`config.mk`:
```
export PLATFORM = sky130hd
export DESIGN_NAME = bldcTop
export DESIGN_NICKNAME = d
export VERILOG_FILES = /design/src/bldcPkg.sv /design/src/bldcRegs.sv /design/src/stepTimer.sv /design/src/commutationFsm.sv /design/src/pwmGenerator.sv /design/src/deadTimeInserter.sv /design/src/bldcTop.sv
export VERILOG_INCLUDE_DIRS = /design/src
export SDC_FILE = /design/constraint.sdc
export NUM_CORES = 1
export LEC_CHECK = 0
export ABC_CLOCK_PERIOD_IN_PS = 3700
export BUFFER_PORTS_ARGS = -buffer_cell sky130_fd_sc_hd__buf_2
export CAP_MARGIN = 30
export CORE_ASPECT_RATIO = 0.9
export CORE_UTILIZATION = 40
export DETAILED_ROUTE_END_ITERATION = 16
export SYNTH_ARGS = -nofsm -noshare
export SYNTH_HDL_FRONTEND = slang
export SYNTH_SLANG_ARGS = --single-unit
```
`constraint.sdc`:
```
create_clock -name clk -period 3.7 [get_ports clk]
set_input_delay 0.74 -clock clk [delete_from_list [all_inputs] [get_ports clk]]
set_output_delay 0.74 -clock clk [all_outputs]
set_load 0.05 [all_outputs]
```
`src/bldc_params.svh`:
```
`ifndef BLDC_PARAMS_SVH
`define BLDC_PARAMS_SVH

// Register map
`define BLDC_ADDR_CTRL      8'h00
`define BLDC_ADDR_DUTY      8'h04
`define BLDC_ADDR_PERIOD    8'h08
`define BLDC_ADDR_STATUS    8'h0C

// Field widths
`define BLDC_DUTY_W         8
`define BLDC_PERIOD_W       24

// Gate turn-on delay in clk cycles
`define BLDC_DEAD_CYCLES    4

// Reset values
`define BLDC_RST_DUTY       8'h10
`define BLDC_RST_PERIOD     24'd1000

`endif

```
`src/bldcPkg.sv`:
```
`default_nettype none

package bldcPkg;

    typedef struct packed {
        logic [7:0]  paddr;
        logic        psel;
        logic        penable;
        logic        pwrite;
        logic [31:0] pwdata;
    } apbReq_t;

    typedef struct packed {
        logic [31:0] prdata;
        logic        pready;
        logic        pslverr;
    } apbRsp_t;

    // One-hot over phases, bit 0 = a, bit 1 = b, bit 2 = c
    typedef struct packed {
        logic [2:0] highSel;
        logic [2:0] lowSel;
    } phasePattern_t;

    typedef struct packed {
        logic aHi;
        logic aLo;
        logic bHi;
        logic bLo;
        logic cHi;
        logic cLo;
    } gates_t;

    typedef enum logic [1:0] {
        IDLE  = 2'd0,
        ALIGN = 2'd1,
        RUN   = 2'd2
    } fsmState_t;

    typedef struct packed {
        fsmState_t  state;
        logic [2:0] step;   // 0 to 5
    } status_t;

endpackage

`default_nettype wire

```
`src/bldcRegs.sv`:
```
`timescale 1ns/1ps
`default_nettype none
`include "bldc_params.svh"

module bldcRegs (
    input  wire                      clk,
    input  wire                      nRst,
    input  wire bldcPkg::apbReq_t    apbReq,
    output bldcPkg::apbRsp_t         apbRsp,
    input  wire bldcPkg::status_t    status,
    output logic                     enable,
    output logic                     reverse,
    output logic [`BLDC_DUTY_W-1:0]   duty,
    output logic [`BLDC_PERIOD_W-1:0] period
);

    logic        access;
    logic        isCtrl;
    logic        isDuty;
    logic        isPeriod;
    logic        isStatus;
    logic        badAddr;
    logic        accErr;
    logic        wrEn;
    logic [31:0] rdData;

    assign access   = apbReq.psel & apbReq.penable;
    assign isCtrl   = (apbReq.paddr == `BLDC_ADDR_CTRL);
    assign isDuty   = (apbReq.paddr == `BLDC_ADDR_DUTY);
    assign isPeriod = (apbReq.paddr == `BLDC_ADDR_PERIOD);
    assign isStatus = (apbReq.paddr == `BLDC_ADDR_STATUS);
    assign badAddr  = ~(isCtrl | isDuty | isPeriod | isStatus);

    // STATUS is read-only
    assign accErr = badAddr | (apbReq.pwrite & isStatus);
    assign wrEn   = access & apbReq.pwrite & ~accErr;

    always_ff @(posedge clk or negedge nRst) begin
        if (!nRst) begin
            enable  <= 1'b0;
            reverse <= 1'b0;
            duty    <= `BLDC_RST_DUTY;
            period  <= `BLDC_RST_PERIOD;
        end
        else if (wrEn) begin
            if (isCtrl) begin
                enable  <= apbReq.pwdata[0];
                reverse <= apbReq.pwdata[1];
            end
            if (isDuty) begin
                duty <= apbReq.pwdata[`BLDC_DUTY_W-1:0];
            end
            if (isPeriod) begin
                period <= apbReq.pwdata[`BLDC_PERIOD_W-1:0];
            end
        end
    end

    always_comb begin
        case (apbReq.paddr)
            `BLDC_ADDR_CTRL: begin
                rdData = {30'd0, reverse, enable};
            end
            `BLDC_ADDR_DUTY: begin
                rdData = {{(32-`BLDC_DUTY_W){1'b0}}, duty};
            end
            `BLDC_ADDR_PERIOD: begin
                rdData = {{(32-`BLDC_PERIOD_W){1'b0}}, period};
            end
            `BLDC_ADDR_STATUS: begin
                rdData = {27'd0, status};   // {state, step}
            end
            default: begin
                rdData = 32'd0;
            end
        endcase
    end

    // No wait states
    assign apbRsp.pready  = 1'b1;
    assign apbRsp.prdata  = apbReq.psel ? rdData : 32'd0;
    assign apbRsp.pslverr = access & accErr;

endmodule

`default_nettype wire

```
`src/stepTimer.sv`:
```
`timescale 1ns/1ps
`default_nettype none
`include "bldc_params.svh"

module stepTimer (
    input  wire                       clk,
    input  wire                       nRst,
    input  wire                       enable,
    input  wire [`BLDC_PERIOD_W-1:0]  period,
    output logic                      stepLast
);

    logic [`BLDC_PERIOD_W-1:0] count;
    logic                      countZero;

    assign countZero = (count == '0);

    // Counts period down to 0, so one step spans period+1 cycles
    always_ff @(posedge clk or negedge nRst) begin
        if (!nRst) begin
            count <= `BLDC_RST_PERIOD;
        end
        else if (!enable || countZero) begin
            count <= period;    // New period only takes effect here
        end
        else begin
            count <= count - 1'b1;
        end
    end

    assign stepLast = enable & countZero;

endmodule

`default_nettype wire

```
`src/commutationFsm.sv`:
```
`timescale 1ns/1ps
`default_nettype none

module commutationFsm (
    input  wire                         clk,
    input  wire                         nRst,
    input  wire                         enable,
    input  wire                         reverse,
    input  wire                         stepLast,
    output bldcPkg::phasePattern_t      pattern,
    output bldcPkg::status_t            status
);

    import bldcPkg::*;

    localparam logic [2:0] phA = 3'b001;
    localparam logic [2:0] phB = 3'b010;
    localparam logic [2:0] phC = 3'b100;

    fsmState_t  state;
    logic [2:0] step;
    logic [2:0] nextStep;

    always_comb begin
        if (reverse) begin
            nextStep = (step == 3'd0) ? 3'd5 : step - 3'd1;
        end
        else begin
            nextStep = (step == 3'd5) ? 3'd0 : step + 3'd1;
        end
    end

    always_ff @(posedge clk or negedge nRst) begin
        if (!nRst) begin
            state <= IDLE;
            step  <= 3'd0;
        end
        else if (!enable) begin
            state <= IDLE;
            step  <= 3'd0;
        end
        else begin
            case (state)
                IDLE: state <= ALIGN;   // Align holds step 0 for one step
                ALIGN, RUN: begin
                    if (stepLast) begin
                        state <= RUN;
                        step  <= nextStep;
                    end
                end
                default: state <= IDLE;
            endcase
        end
    end

    always_comb begin
        pattern = '0;
        if (state != IDLE) begin
            case (step)
                3'd0: pattern = '{highSel: phA, lowSel: phB};
                3'd1: pattern = '{highSel: phA, lowSel: phC};
                3'd2: pattern = '{highSel: phB, lowSel: phC};
                3'd3: pattern = '{highSel: phB, lowSel: phA};
                3'd4: pattern = '{highSel: phC, lowSel: phA};
                3'd5: pattern = '{highSel: phC, lowSel: phB};
                default: pattern = '0;
            endcase
        end
    end

    assign status = '{state: state, step: step};

endmodule

`default_nettype wire

```
`src/pwmGenerator.sv`:
```
`timescale 1ns/1ps
`default_nettype none
`include "bldc_params.svh"

module pwmGenerator (
    input  wire                          clk,
    input  wire                          nRst,
    input  wire [`BLDC_DUTY_W-1:0]       duty,
    input  wire                          stepLast,
    input  wire bldcPkg::phasePattern_t  pattern,
    output logic                         pwm
);

    logic [`BLDC_DUTY_W-1:0] dutyQ;   // Duty for the current step
    logic [`BLDC_DUTY_W-1:0] cnt;
    logic                    allOff;
    logic                    dutyFull;
    logic                    dutyZero;

    assign allOff   = (pattern == '0);
    assign dutyFull = (dutyQ == '1);
    assign dutyZero = (dutyQ == '0);

    // On time is duty cycles, off time is ~duty+1, so one period is 256 cycles
    always_ff @(posedge clk or negedge nRst) begin
        if (!nRst) begin
            dutyQ <= `BLDC_RST_DUTY;
            cnt   <= '0;
            pwm   <= 1'b0;
        end
        else if (allOff) begin
            // Phases off, park low and start high on the next cycle
            dutyQ <= duty;
            cnt   <= '0;
            pwm   <= 1'b0;
        end
        else if (stepLast) begin
            dutyQ <= duty;
            cnt   <= duty - 1'b1;
            pwm   <= (duty != '0);
        end
        else if (dutyFull) begin
            pwm <= 1'b1;
        end
        else if (dutyZero) begin
            pwm <= 1'b0;
        end
        else if (cnt == '0) begin
            pwm <= ~pwm;
            cnt <= pwm ? ~dutyQ : dutyQ - 1'b1;   // Load off or on time
        end
        else begin
            cnt <= cnt - 1'b1;
        end
    end

endmodule

`default_nettype wire

```
`src/deadTimeInserter.sv`:
```
`timescale 1ns/1ps
`default_nettype none
`include "bldc_params.svh"

module deadTimeInserter (
    input  wire                          clk,
    input  wire                          nRst,
    input  wire bldcPkg::phasePattern_t  pattern,
    input  wire                          pwm,
    output bldcPkg::gates_t              gates
);

    import bldcPkg::*;

    localparam int CntW = $clog2(`BLDC_DEAD_CYCLES + 1);

    gates_t                 req;
    logic [5:0]             reqVec;
    logic [5:0]             gateQ;
    logic [5:0][CntW-1:0]   onCnt;

    // High side chops, low side of the same leg rectifies
    assign req.aHi = pattern.highSel[0] & pwm;
    assign req.aLo = (pattern.highSel[0] & ~pwm) | pattern.lowSel[0];
    assign req.bHi = pattern.highSel[1] & pwm;
    assign req.bLo = (pattern.highSel[1] & ~pwm) | pattern.lowSel[1];
    assign req.cHi = pattern.highSel[2] & pwm;
    assign req.cLo = (pattern.highSel[2] & ~pwm) | pattern.lowSel[2];

    assign reqVec = req;

    always_ff @(posedge clk or negedge nRst) begin
        if (!nRst) begin
            gateQ <= '0;
            onCnt <= '0;
        end
        else begin
            for (int k = 0; k < 6; k++) begin
                if (!reqVec[k]) begin
                    onCnt[k] <= '0;   // Off at once
                    gateQ[k] <= 1'b0;
                end
                else if (onCnt[k] == CntW'(`BLDC_DEAD_CYCLES)) begin
                    gateQ[k] <= 1'b1;
                end
                else begin
                    onCnt[k] <= onCnt[k] + 1'b1;
                end
            end
        end
    end

    assign gates = gates_t'(gateQ);

endmodule

`default_nettype wire

```
`src/bldcTop.sv`:
```
`timescale 1ns/1ps
`default_nettype none
`include "bldc_params.svh"

module bldcTop (
    input  wire                       clk,
    input  wire                       nRst,
    input  wire bldcPkg::apbReq_t     apbReq,
    output bldcPkg::apbRsp_t          apbRsp,
    output bldcPkg::gates_t           gates,
    output bldcPkg::status_t          status
);

    import bldcPkg::*;

    logic                      enable;
    logic                      reverse;
    logic [`BLDC_DUTY_W-1:0]   duty;
    logic [`BLDC_PERIOD_W-1:0] period;
    logic                      stepLast;
    logic                      pwm;
    phasePattern_t             pattern;

    bldcRegs uRegs (
        .clk     (clk),
        .nRst    (nRst),
        .apbReq  (apbReq),
        .apbRsp  (apbRsp),
        .status  (status),
        .enable  (enable),
        .reverse (reverse),
        .duty    (duty),
        .period  (period)
    );

    stepTimer uTimer (
        .clk      (clk),
        .nRst     (nRst),
        .enable   (enable),
        .period   (period),
        .stepLast (stepLast)
    );

    commutationFsm uFsm (
        .clk      (clk),
        .nRst     (nRst),
        .enable   (enable),
        .reverse  (reverse),
        .stepLast (stepLast),
        .pattern  (pattern),
        .status   (status)
    );

    pwmGenerator uPwm (
        .clk      (clk),
        .nRst     (nRst),
        .duty     (duty),
        .stepLast (stepLast),
        .pattern  (pattern),
        .pwm      (pwm)
    );

    deadTimeInserter uDeadTime (
        .clk     (clk),
        .nRst    (nRst),
        .pattern (pattern),
        .pwm     (pwm),
        .gates   (gates)
    );

endmodule

`default_nettype wire

```
==> reports/metrics.csv, run 1 <==
stage,metric,value,unit
sta,maxClockFrequency,304,MHz
clocking,clk_root_buffer_cell,sky130_fd_sc_hd__clkbuf_16,
placement,place.detailed.instances,848,
critical_path,kind_of_launch_point_of_the_worst_setup_path,input port,
synthesis,dominantRegCellSynth,sky130_fd_sc_hd__dfrtp_1,
route,dr_total_vias,4500,
power_and_ir_drop,p_per_area,358,mW/mm^2
critical_path,critical_path_cell_list,buf_2 > or4_1 > nor3_1 > and3_1 > and2_1 > buf_2,
final_layout,mostFrequentLayoutCells,"sky130_fd_sc_hd__dfrtp_1 (90), sky130_fd_sc_hd__buf_2 (71), sky130_fd_sc_hd__nand2_1 (63)",
min_path,hp-class,input port to async pin,
clocking,clock_tree.buffer_depth,2,
critical_path,register_to_register_setup_slack,0.65,ns
die,die_x,130,um
final_layout,fin_util,47.3,%
die,floorplan.die_area,0.0152,sq mm
placement,place_area,0.00639,sq mm
die,placement_rows,41,
final_layout,total_inserted_antenna_cells,0,
route,vias_per_cell,5.20,
clocking,clock_tree.htree_level_count,3,
die,initial_cell_density_of_the_core,41.5,%
final_layout,final_net_count,733,
final_layout,proportion_of_layout_cells_with_a_drive_suffix_above_1,18.6,%
die,core-area,0.0142,sq mm
synthesis,synthCells,601,
clocking,number_of_post_cts_setup_repair_buffers,0,
critical_path,worstReg2RegStart,uTimer.count[0],
route,routed_wl,12400,um
route,remaining_drc_errors,0,
die,die_h,117,um
clocking,clk_pin_slew,0.07,ns
synthesis,synth.yosys.seq_area_share,44.5,%
critical_path,critical-path-slowest-cell,sky130_fd_sc_hd__and3_1,
placement,port_buffers,72,
grt,via_count_of_the_first_global_routing_pass,4296,
sta,timing.final.hold_violations,0,
critical_path,worst_path_largest_cell_delay,0.55,ns
power_and_ir_drop,irDropWorstVdd,0.231,mV
grt,global_route_wire_length_before_repair,20900,um
route,drtPass1Iterations,5,
die,boundaryPins,90,
synthesis,synth_enable_flop_cells,0,
synthesis,async_flop_share,100,%
outcome,run_status,finished clean,
sta,layout_worst_path_cycle_share,89.0,%
grt,antenna_found_initial,0,
clocking,numClockSinks,104,
grt,grt_max_degree,77,
sta,number_of_max_slew_violations_in_the_final_report,0,
grt,gr-total-overflow,0,
critical_path,criticalPathCategory,input port to primary output,
critical_path,ff2ff_path_depth,7,
final_layout,final_area,0.00673,sq mm
critical_path,timing.critical_path.required,2.96,ns
clocking,tritoncts,yes,
clocking,source_to_sink_clock_delay_at_the_later_pin_of_the_worst_skew_pair,0.36,ns
power_and_ir_drop,leakage_power_summed_over_all_cells,3.22,nW
clocking,number_of_instances_resized_during_post_cts_repair,0,
sta,setup-tns-final,0,ns
critical_path,cp.arrival,2.55,ns
final_layout,mostFrequentLayoutCell,sky130_fd_sc_hd__dfrtp_1,
sta,worst-slew-pin-transition,0.767,ns
critical_path,critPathMostFrequentCell,sky130_fd_sc_hd__buf_2,
synthesis,synthesis.area,0.00589,sq mm
run,max-cap-violations,0,
placement,place_congestion,0.823,
sta,final_setup_violating_endpoints,0,
synthesis,number_of_warning_messages_in_the_yosys_log,0,
sta,grt_setup_unrepaired,false,
sta,clock-skew-final,0.0105,ns
synthesis,synth.avg_cell_area,9.80,sq um
placement,hpwlAfterDp,9060,um
synthesis,synth_area_leaders,"sky130_fd_sc_hd__dfrtp_1 (38%), sky130_fd_sc_hd__mux2_1 (7.1%), sky130_fd_sc_hd__dfstp_2 (6.2%), sky130_fd_sc_hd__ha_1 (4.5%), sky130_fd_sc_hd__xnor2_1 (4.5%)",
synthesis,synth_top_area_share,38.2,%
route,wl_per_cell,14.4,um
critical_path,crit_path_max_fanout,16,
clocking,holdBufCountCts,0,
synthesis,post_synthesis_register_bit_count,104,
critical_path,timing.rr.end,uPwm.cnt[6],
grt,grt.total_usage,17.5,%
final_layout,layoutNonFillerInstCount,865,
sta,slew-limit-headroom,48.5,%
synthesis,synth_cell_types,58,
synthesis,synth_area_leader_cell,sky130_fd_sc_hd__dfrtp_1,
sta,post-route-min-period,3.29,ns
clocking,tritoncts.num_buffers,9,
final_layout,area.growth.synth_to_final,14.2,%
route,drt_iter0_markers,251,
route,final_antenna_net_count,0,
critical_path,critPathCaptureType,primary output,
[per-stage QoR]
stage	hold slack (ns)	setup WS [ns]	power [mW]
floorplan	0.444	0.470	1.39
global route	0.303	0.183	2.52
finish	0.293	0.409	2.41
global placement	0.458	0.460	1.46
CTS	0.480	0.412	2.44
detailed placement	0.464	0.419	1.46
[synth_stat cells (5+ instances only)]
cell	number
sky130_fd_sc_hd__mux2i_1	6
sky130_fd_sc_hd__xnor2_1	30
sky130_fd_sc_hd__a21o_1	5
sky130_fd_sc_hd__dfrtp_1	90
sky130_fd_sc_hd__a22oi_1	6
sky130_fd_sc_hd__clkbuf_1	8
sky130_fd_sc_hd__and2_1	16
sky130_fd_sc_hd__mux2_2	5
sky130_fd_sc_hd__buf_4	13
sky130_fd_sc_hd__inv_1	29
sky130_fd_sc_hd__nor2b_1	5
sky130_fd_sc_hd__mux2_1	37
sky130_fd_sc_hd__nor4_1	7
sky130_fd_sc_hd__nor2_1	51
sky130_fd_sc_hd__nand4_1	6
sky130_fd_sc_hd__xor2_1	12
sky130_fd_sc_hd__ha_1	21
sky130_fd_sc_hd__a211oi_1	5
sky130_fd_sc_hd__buf_2	7
sky130_fd_sc_hd__nand2_1	63
sky130_fd_sc_hd__o21ai_1	30
sky130_fd_sc_hd__nand3_1	15
sky130_fd_sc_hd__nor3_1	23
sky130_fd_sc_hd__dfstp_2	14
sky130_fd_sc_hd__and3_1	5
sky130_fd_sc_hd__a21oi_1	24
sky130_fd_sc_hd__or4_1	6
[per-layer routing]
metal,GRT usage (%),up-vias,share of wire [%]
met5,0,-,0
met4,4.73,0,1.1
met3,3.27,12,3.0
met2,28.8,83,48
met1,23.8,2179,48
li1,-,2226,-
[state kept, by name (all words and copies together), names as in the netlist]
name / count
uDeadTime.gates: 6
uDeadTime.onCnt: 18
uFsm.state: 2
uFsm.step: 3
uPwm.cnt: 8
uPwm.dutyQ: 8
uPwm.pwm: 1
uRegs.duty: 8
uRegs.enable: 1
uRegs.period: 24
uRegs.reverse: 1
uTimer.count: 24
[power breakdown]
| group | total [mW] | switching, mW | internal, mW |
|---|---|---|---|
| registers | 1.17 | 0.0157 | 1.15 |
| logic | 0.279 | 0.169 | 0.109 |
| clock network | 0.960 | 0.477 | 0.483 |
[cell families (layout without fill, tap and decap cells)]
group,after synthesis,after routing,synth area share [%]
adders and majority gates,21,21,4.46
DFF,104,104,44.5
AOI/OAI and AO/OA,99,99,10.7
muxes,50,50,9.81
and+or+nand+nor,221,221,19.0
other,2,9,0.127
xor gates and xnor gates,42,42,6.24
buffers and inverters,62,126,5.18
[area by class of cell]
type,instances,area (sq um)
Fill cell,1363,7480
Multi-Input combinational cell,442,3000
Sequential cell,104,2620
Timing Repair Buffer,81,450
Tap cell,193,241
Clock buffer,9,225
Inverter,29,109
Clock inverter,7,83.8
[worst max-delay path, delay by kind of cell]
kind	cells	cell delay (ns)
simple gates	4	1.45
buf+inv	2	0.36
[worst max-delay path by stage]
| stage | depth (start not counted) | from | end |
|---|---|---|---|
| global placement | 6 | apbReq[40] | apbRsp[25] |
| detailed placement | 6 | apbReq[40] | apbRsp[21] |
| global route | 6 | apbReq[40] | apbRsp[24] |
| floorplan | 5 | apbReq[40] | apbRsp[15] |
| CTS | 6 | apbReq[40] | apbRsp[21] |
| finish | 6 | apbReq[40] | apbRsp[21] |
(Power assumes the default switching activity.)
==> run 2: changes to the inputs <==
--- a/config.mk
+++ b/config.mk
@@ -12,6 +12,7 @@
 export CORE_ASPECT_RATIO = 0.9
 export CORE_UTILIZATION = 40
 export DETAILED_ROUTE_END_ITERATION = 16
+export GPL_TIMING_DRIVEN = 0
 export SYNTH_ARGS = -nofsm -noshare
 export SYNTH_HDL_FRONTEND = slang
 export SYNTH_SLANG_ARGS = --single-unit
==> reports/metrics.csv, run 2 (same netlist as run 1, synthesis figures left out) <==
stage,metric,value,unit
sta,post-route-min-period,3.41,ns
outcome,run_status,finished clean,
final_layout,mostFrequentLayoutCells,"sky130_fd_sc_hd__dfrtp_1 (90), sky130_fd_sc_hd__buf_2 (76), sky130_fd_sc_hd__nand2_1 (63)",
placement,port_buffers,70,
run,max-cap-violations,0,
grt,gr-total-overflow,0,
clocking,number_of_post_cts_setup_repair_buffers,0,
route,routed_wl,12900,um
critical_path,ff2ff_path_depth,8,
final_layout,mostFrequentLayoutCell,sky130_fd_sc_hd__dfrtp_1,
die,placement_rows,41,
sta,timing.final.hold_violations,0,
placement,place_congestion,0.865,
final_layout,top_regs,"uRegs.period (24), uTimer.count (24), uDeadTime.onCnt (18)",
clocking,source_to_sink_clock_delay_at_the_later_pin_of_the_worst_skew_pair,0.34,ns
critical_path,cp.arrival,2.67,ns
clocking,tritoncts.num_buffers,9,
min_path,hp-class,register to register,
sta,layout_worst_path_cycle_share,92.1,%
clocking,numClockSinks,104,
route,remaining_drc_errors,0,
power_and_ir_drop,leakage_power_summed_over_all_cells,3.29,nW
min_path,timing.hold.worst.start,uRegs.period[8],
critical_path,critPathCaptureType,primary output,
final_layout,final_net_count,756,
clocking,clk_root_buffer_cell,sky130_fd_sc_hd__clkbuf_16,
die,floorplan.die_area,0.0152,sq mm
placement,hpwlAfterDp,9610,um
grt,antenna_found_initial,0,
die,die_x,130,um
critical_path,timing.critical_path.required,2.96,ns
die,boundaryPins,90,
critical_path,timing.rr.end,uPwm.cnt[6],
power_and_ir_drop,irDropWorstVdd,0.266,mV
sta,slew-limit-headroom,39.5,%
power_and_ir_drop,p_per_area,357,mW/mm^2
final_layout,total_inserted_antenna_cells,0,
critical_path,criticalPathCategory,input port to primary output,
route,drt_iter0_markers,250,
grt,grt_max_degree,63,
sta,final_setup_violating_endpoints,0,
grt,grt.total_usage,17.9,%
min_path,min_to,uTimer.count[8],
route,final_antenna_net_count,0,
clocking,clock_tree.buffer_depth,2,
grt,via_count_of_the_first_global_routing_pass,4404,
final_layout,fin_util,48.3,%
clocking,clock_tree.htree_level_count,3,
clocking,tritoncts,yes,
power_and_ir_drop,fin_total_pwr,2.45,mW
sta,worst-slew-pin-transition,0.900,ns
sta,grt_setup_unrepaired,false,
route,drtPass1Iterations,4,
sta,maxClockFrequency,294,MHz
critical_path,crit_path_max_fanout,10,
die,core-area,0.0142,sq mm
route,wl_per_cell,14.5,um
sta,clock-skew-final,0.00942,ns
final_layout,proportion_of_layout_cells_with_a_drive_suffix_above_1,19.7,%
critical_path,worstReg2RegStart,uTimer.count[0],
critical_path,kind_of_launch_point_of_the_worst_setup_path,input port,
clocking,clk_pin_slew,0.07,ns
die,die_h,117,um
grt,global_route_wire_length_before_repair,21500,um
die,initial_cell_density_of_the_core,41.5,%
final_layout,area.growth.synth_to_final,16.4,%
critical_path,register_to_register_setup_slack,0.73,ns
sta,setup-tns-final,0,ns
route,vias_per_cell,5.14,
min_path,hold_path_depth,2,
route,dr_total_vias,4560,
sta,number_of_max_slew_violations_in_the_final_report,0,
run 2: layout make-up:
class,instances,area (sq um)
Clock inverter,3,25.0
Clock buffer,13,293
Tap cell,193,241
Multi-Input combinational cell,442,3000
Sequential cell,104,2620
Buffer,33,196
Timing Repair Buffer,71,373
Fill cell,1367,7350
Inverter,29,109
run 2: critical path, cell delays in order:
cell                       delay (ns)
sky130_fd_sc_hd__buf_2           0.09
sky130_fd_sc_hd__or4_1           0.52
sky130_fd_sc_hd__nor3_2          0.27
sky130_fd_sc_hd__and3_2          0.34
sky130_fd_sc_hd__clkbuf_1        0.27
sky130_fd_sc_hd__and2_1          0.17
sky130_fd_sc_hd__buf_2           0.25
run 2: layer usage:
metal | routed length, um | track usage (%) | up-vias | part of all wire, %
li1 | - | - | 2265 | -
met1 | 6180 | 24.5 | 2197 | 48
met2 | 6190 | 29.6 | 88 | 48
met3 | 437 | 3.64 | 10 | 3.4
met4 | 105 | 3.57 | 0 | 0.81
met5 | 0 | 0 | - | 0
run 2: power by group:
group	switching [mW]	leakage (nW)	internal, mW
clock	0.427	0.153	0.563
combinational	0.174	1.74	0.119
sequential	0.0152	1.40	1.15
run 2: repair_timing:
item,in CTS,in global routing
resized for setup,0,2
hold buffers,0,0
setup endpoints to repair,0,10
run 2: how the worst max path moves through the flow:
stage | from | to | slack (ns) | cells past startpoint
6_report | apbReq[40] | apbRsp[23] | 0.29 | 7
5_1_grt | apbReq[40] | apbRsp[18] | 0.05 | 7
4_1_cts | apbReq[40] | apbRsp[23] | 0.05 | 7
3_5_place_dp | apbReq[40] | apbRsp[23] | 0.06 | 7
3_3_place_gp | apbReq[40] | apbRsp[22] | 0.11 | 7
2_1_floorplan | apbReq[40] | apbRsp[15] | 0.47 | 5
run 2: stage by stage:
| step | std cells | hold slack, ns | cell area (sq um) | worst slack [ns] |
|---|---|---|---|---|
| finish | 888 | 0.467 | 6860 | 0.294 |
| global route | 888 | 0.489 | 6860 | 0.0537 |
| CTS | 888 | 0.469 | 6850 | 0.0463 |
| detailed placement | 872 | 0.458 | 6530 | 0.0595 |
| global placement | 871 | 0.454 | 6510 | 0.111 |
| floorplan | 608 | 0.444 | 5920 | 0.470 |
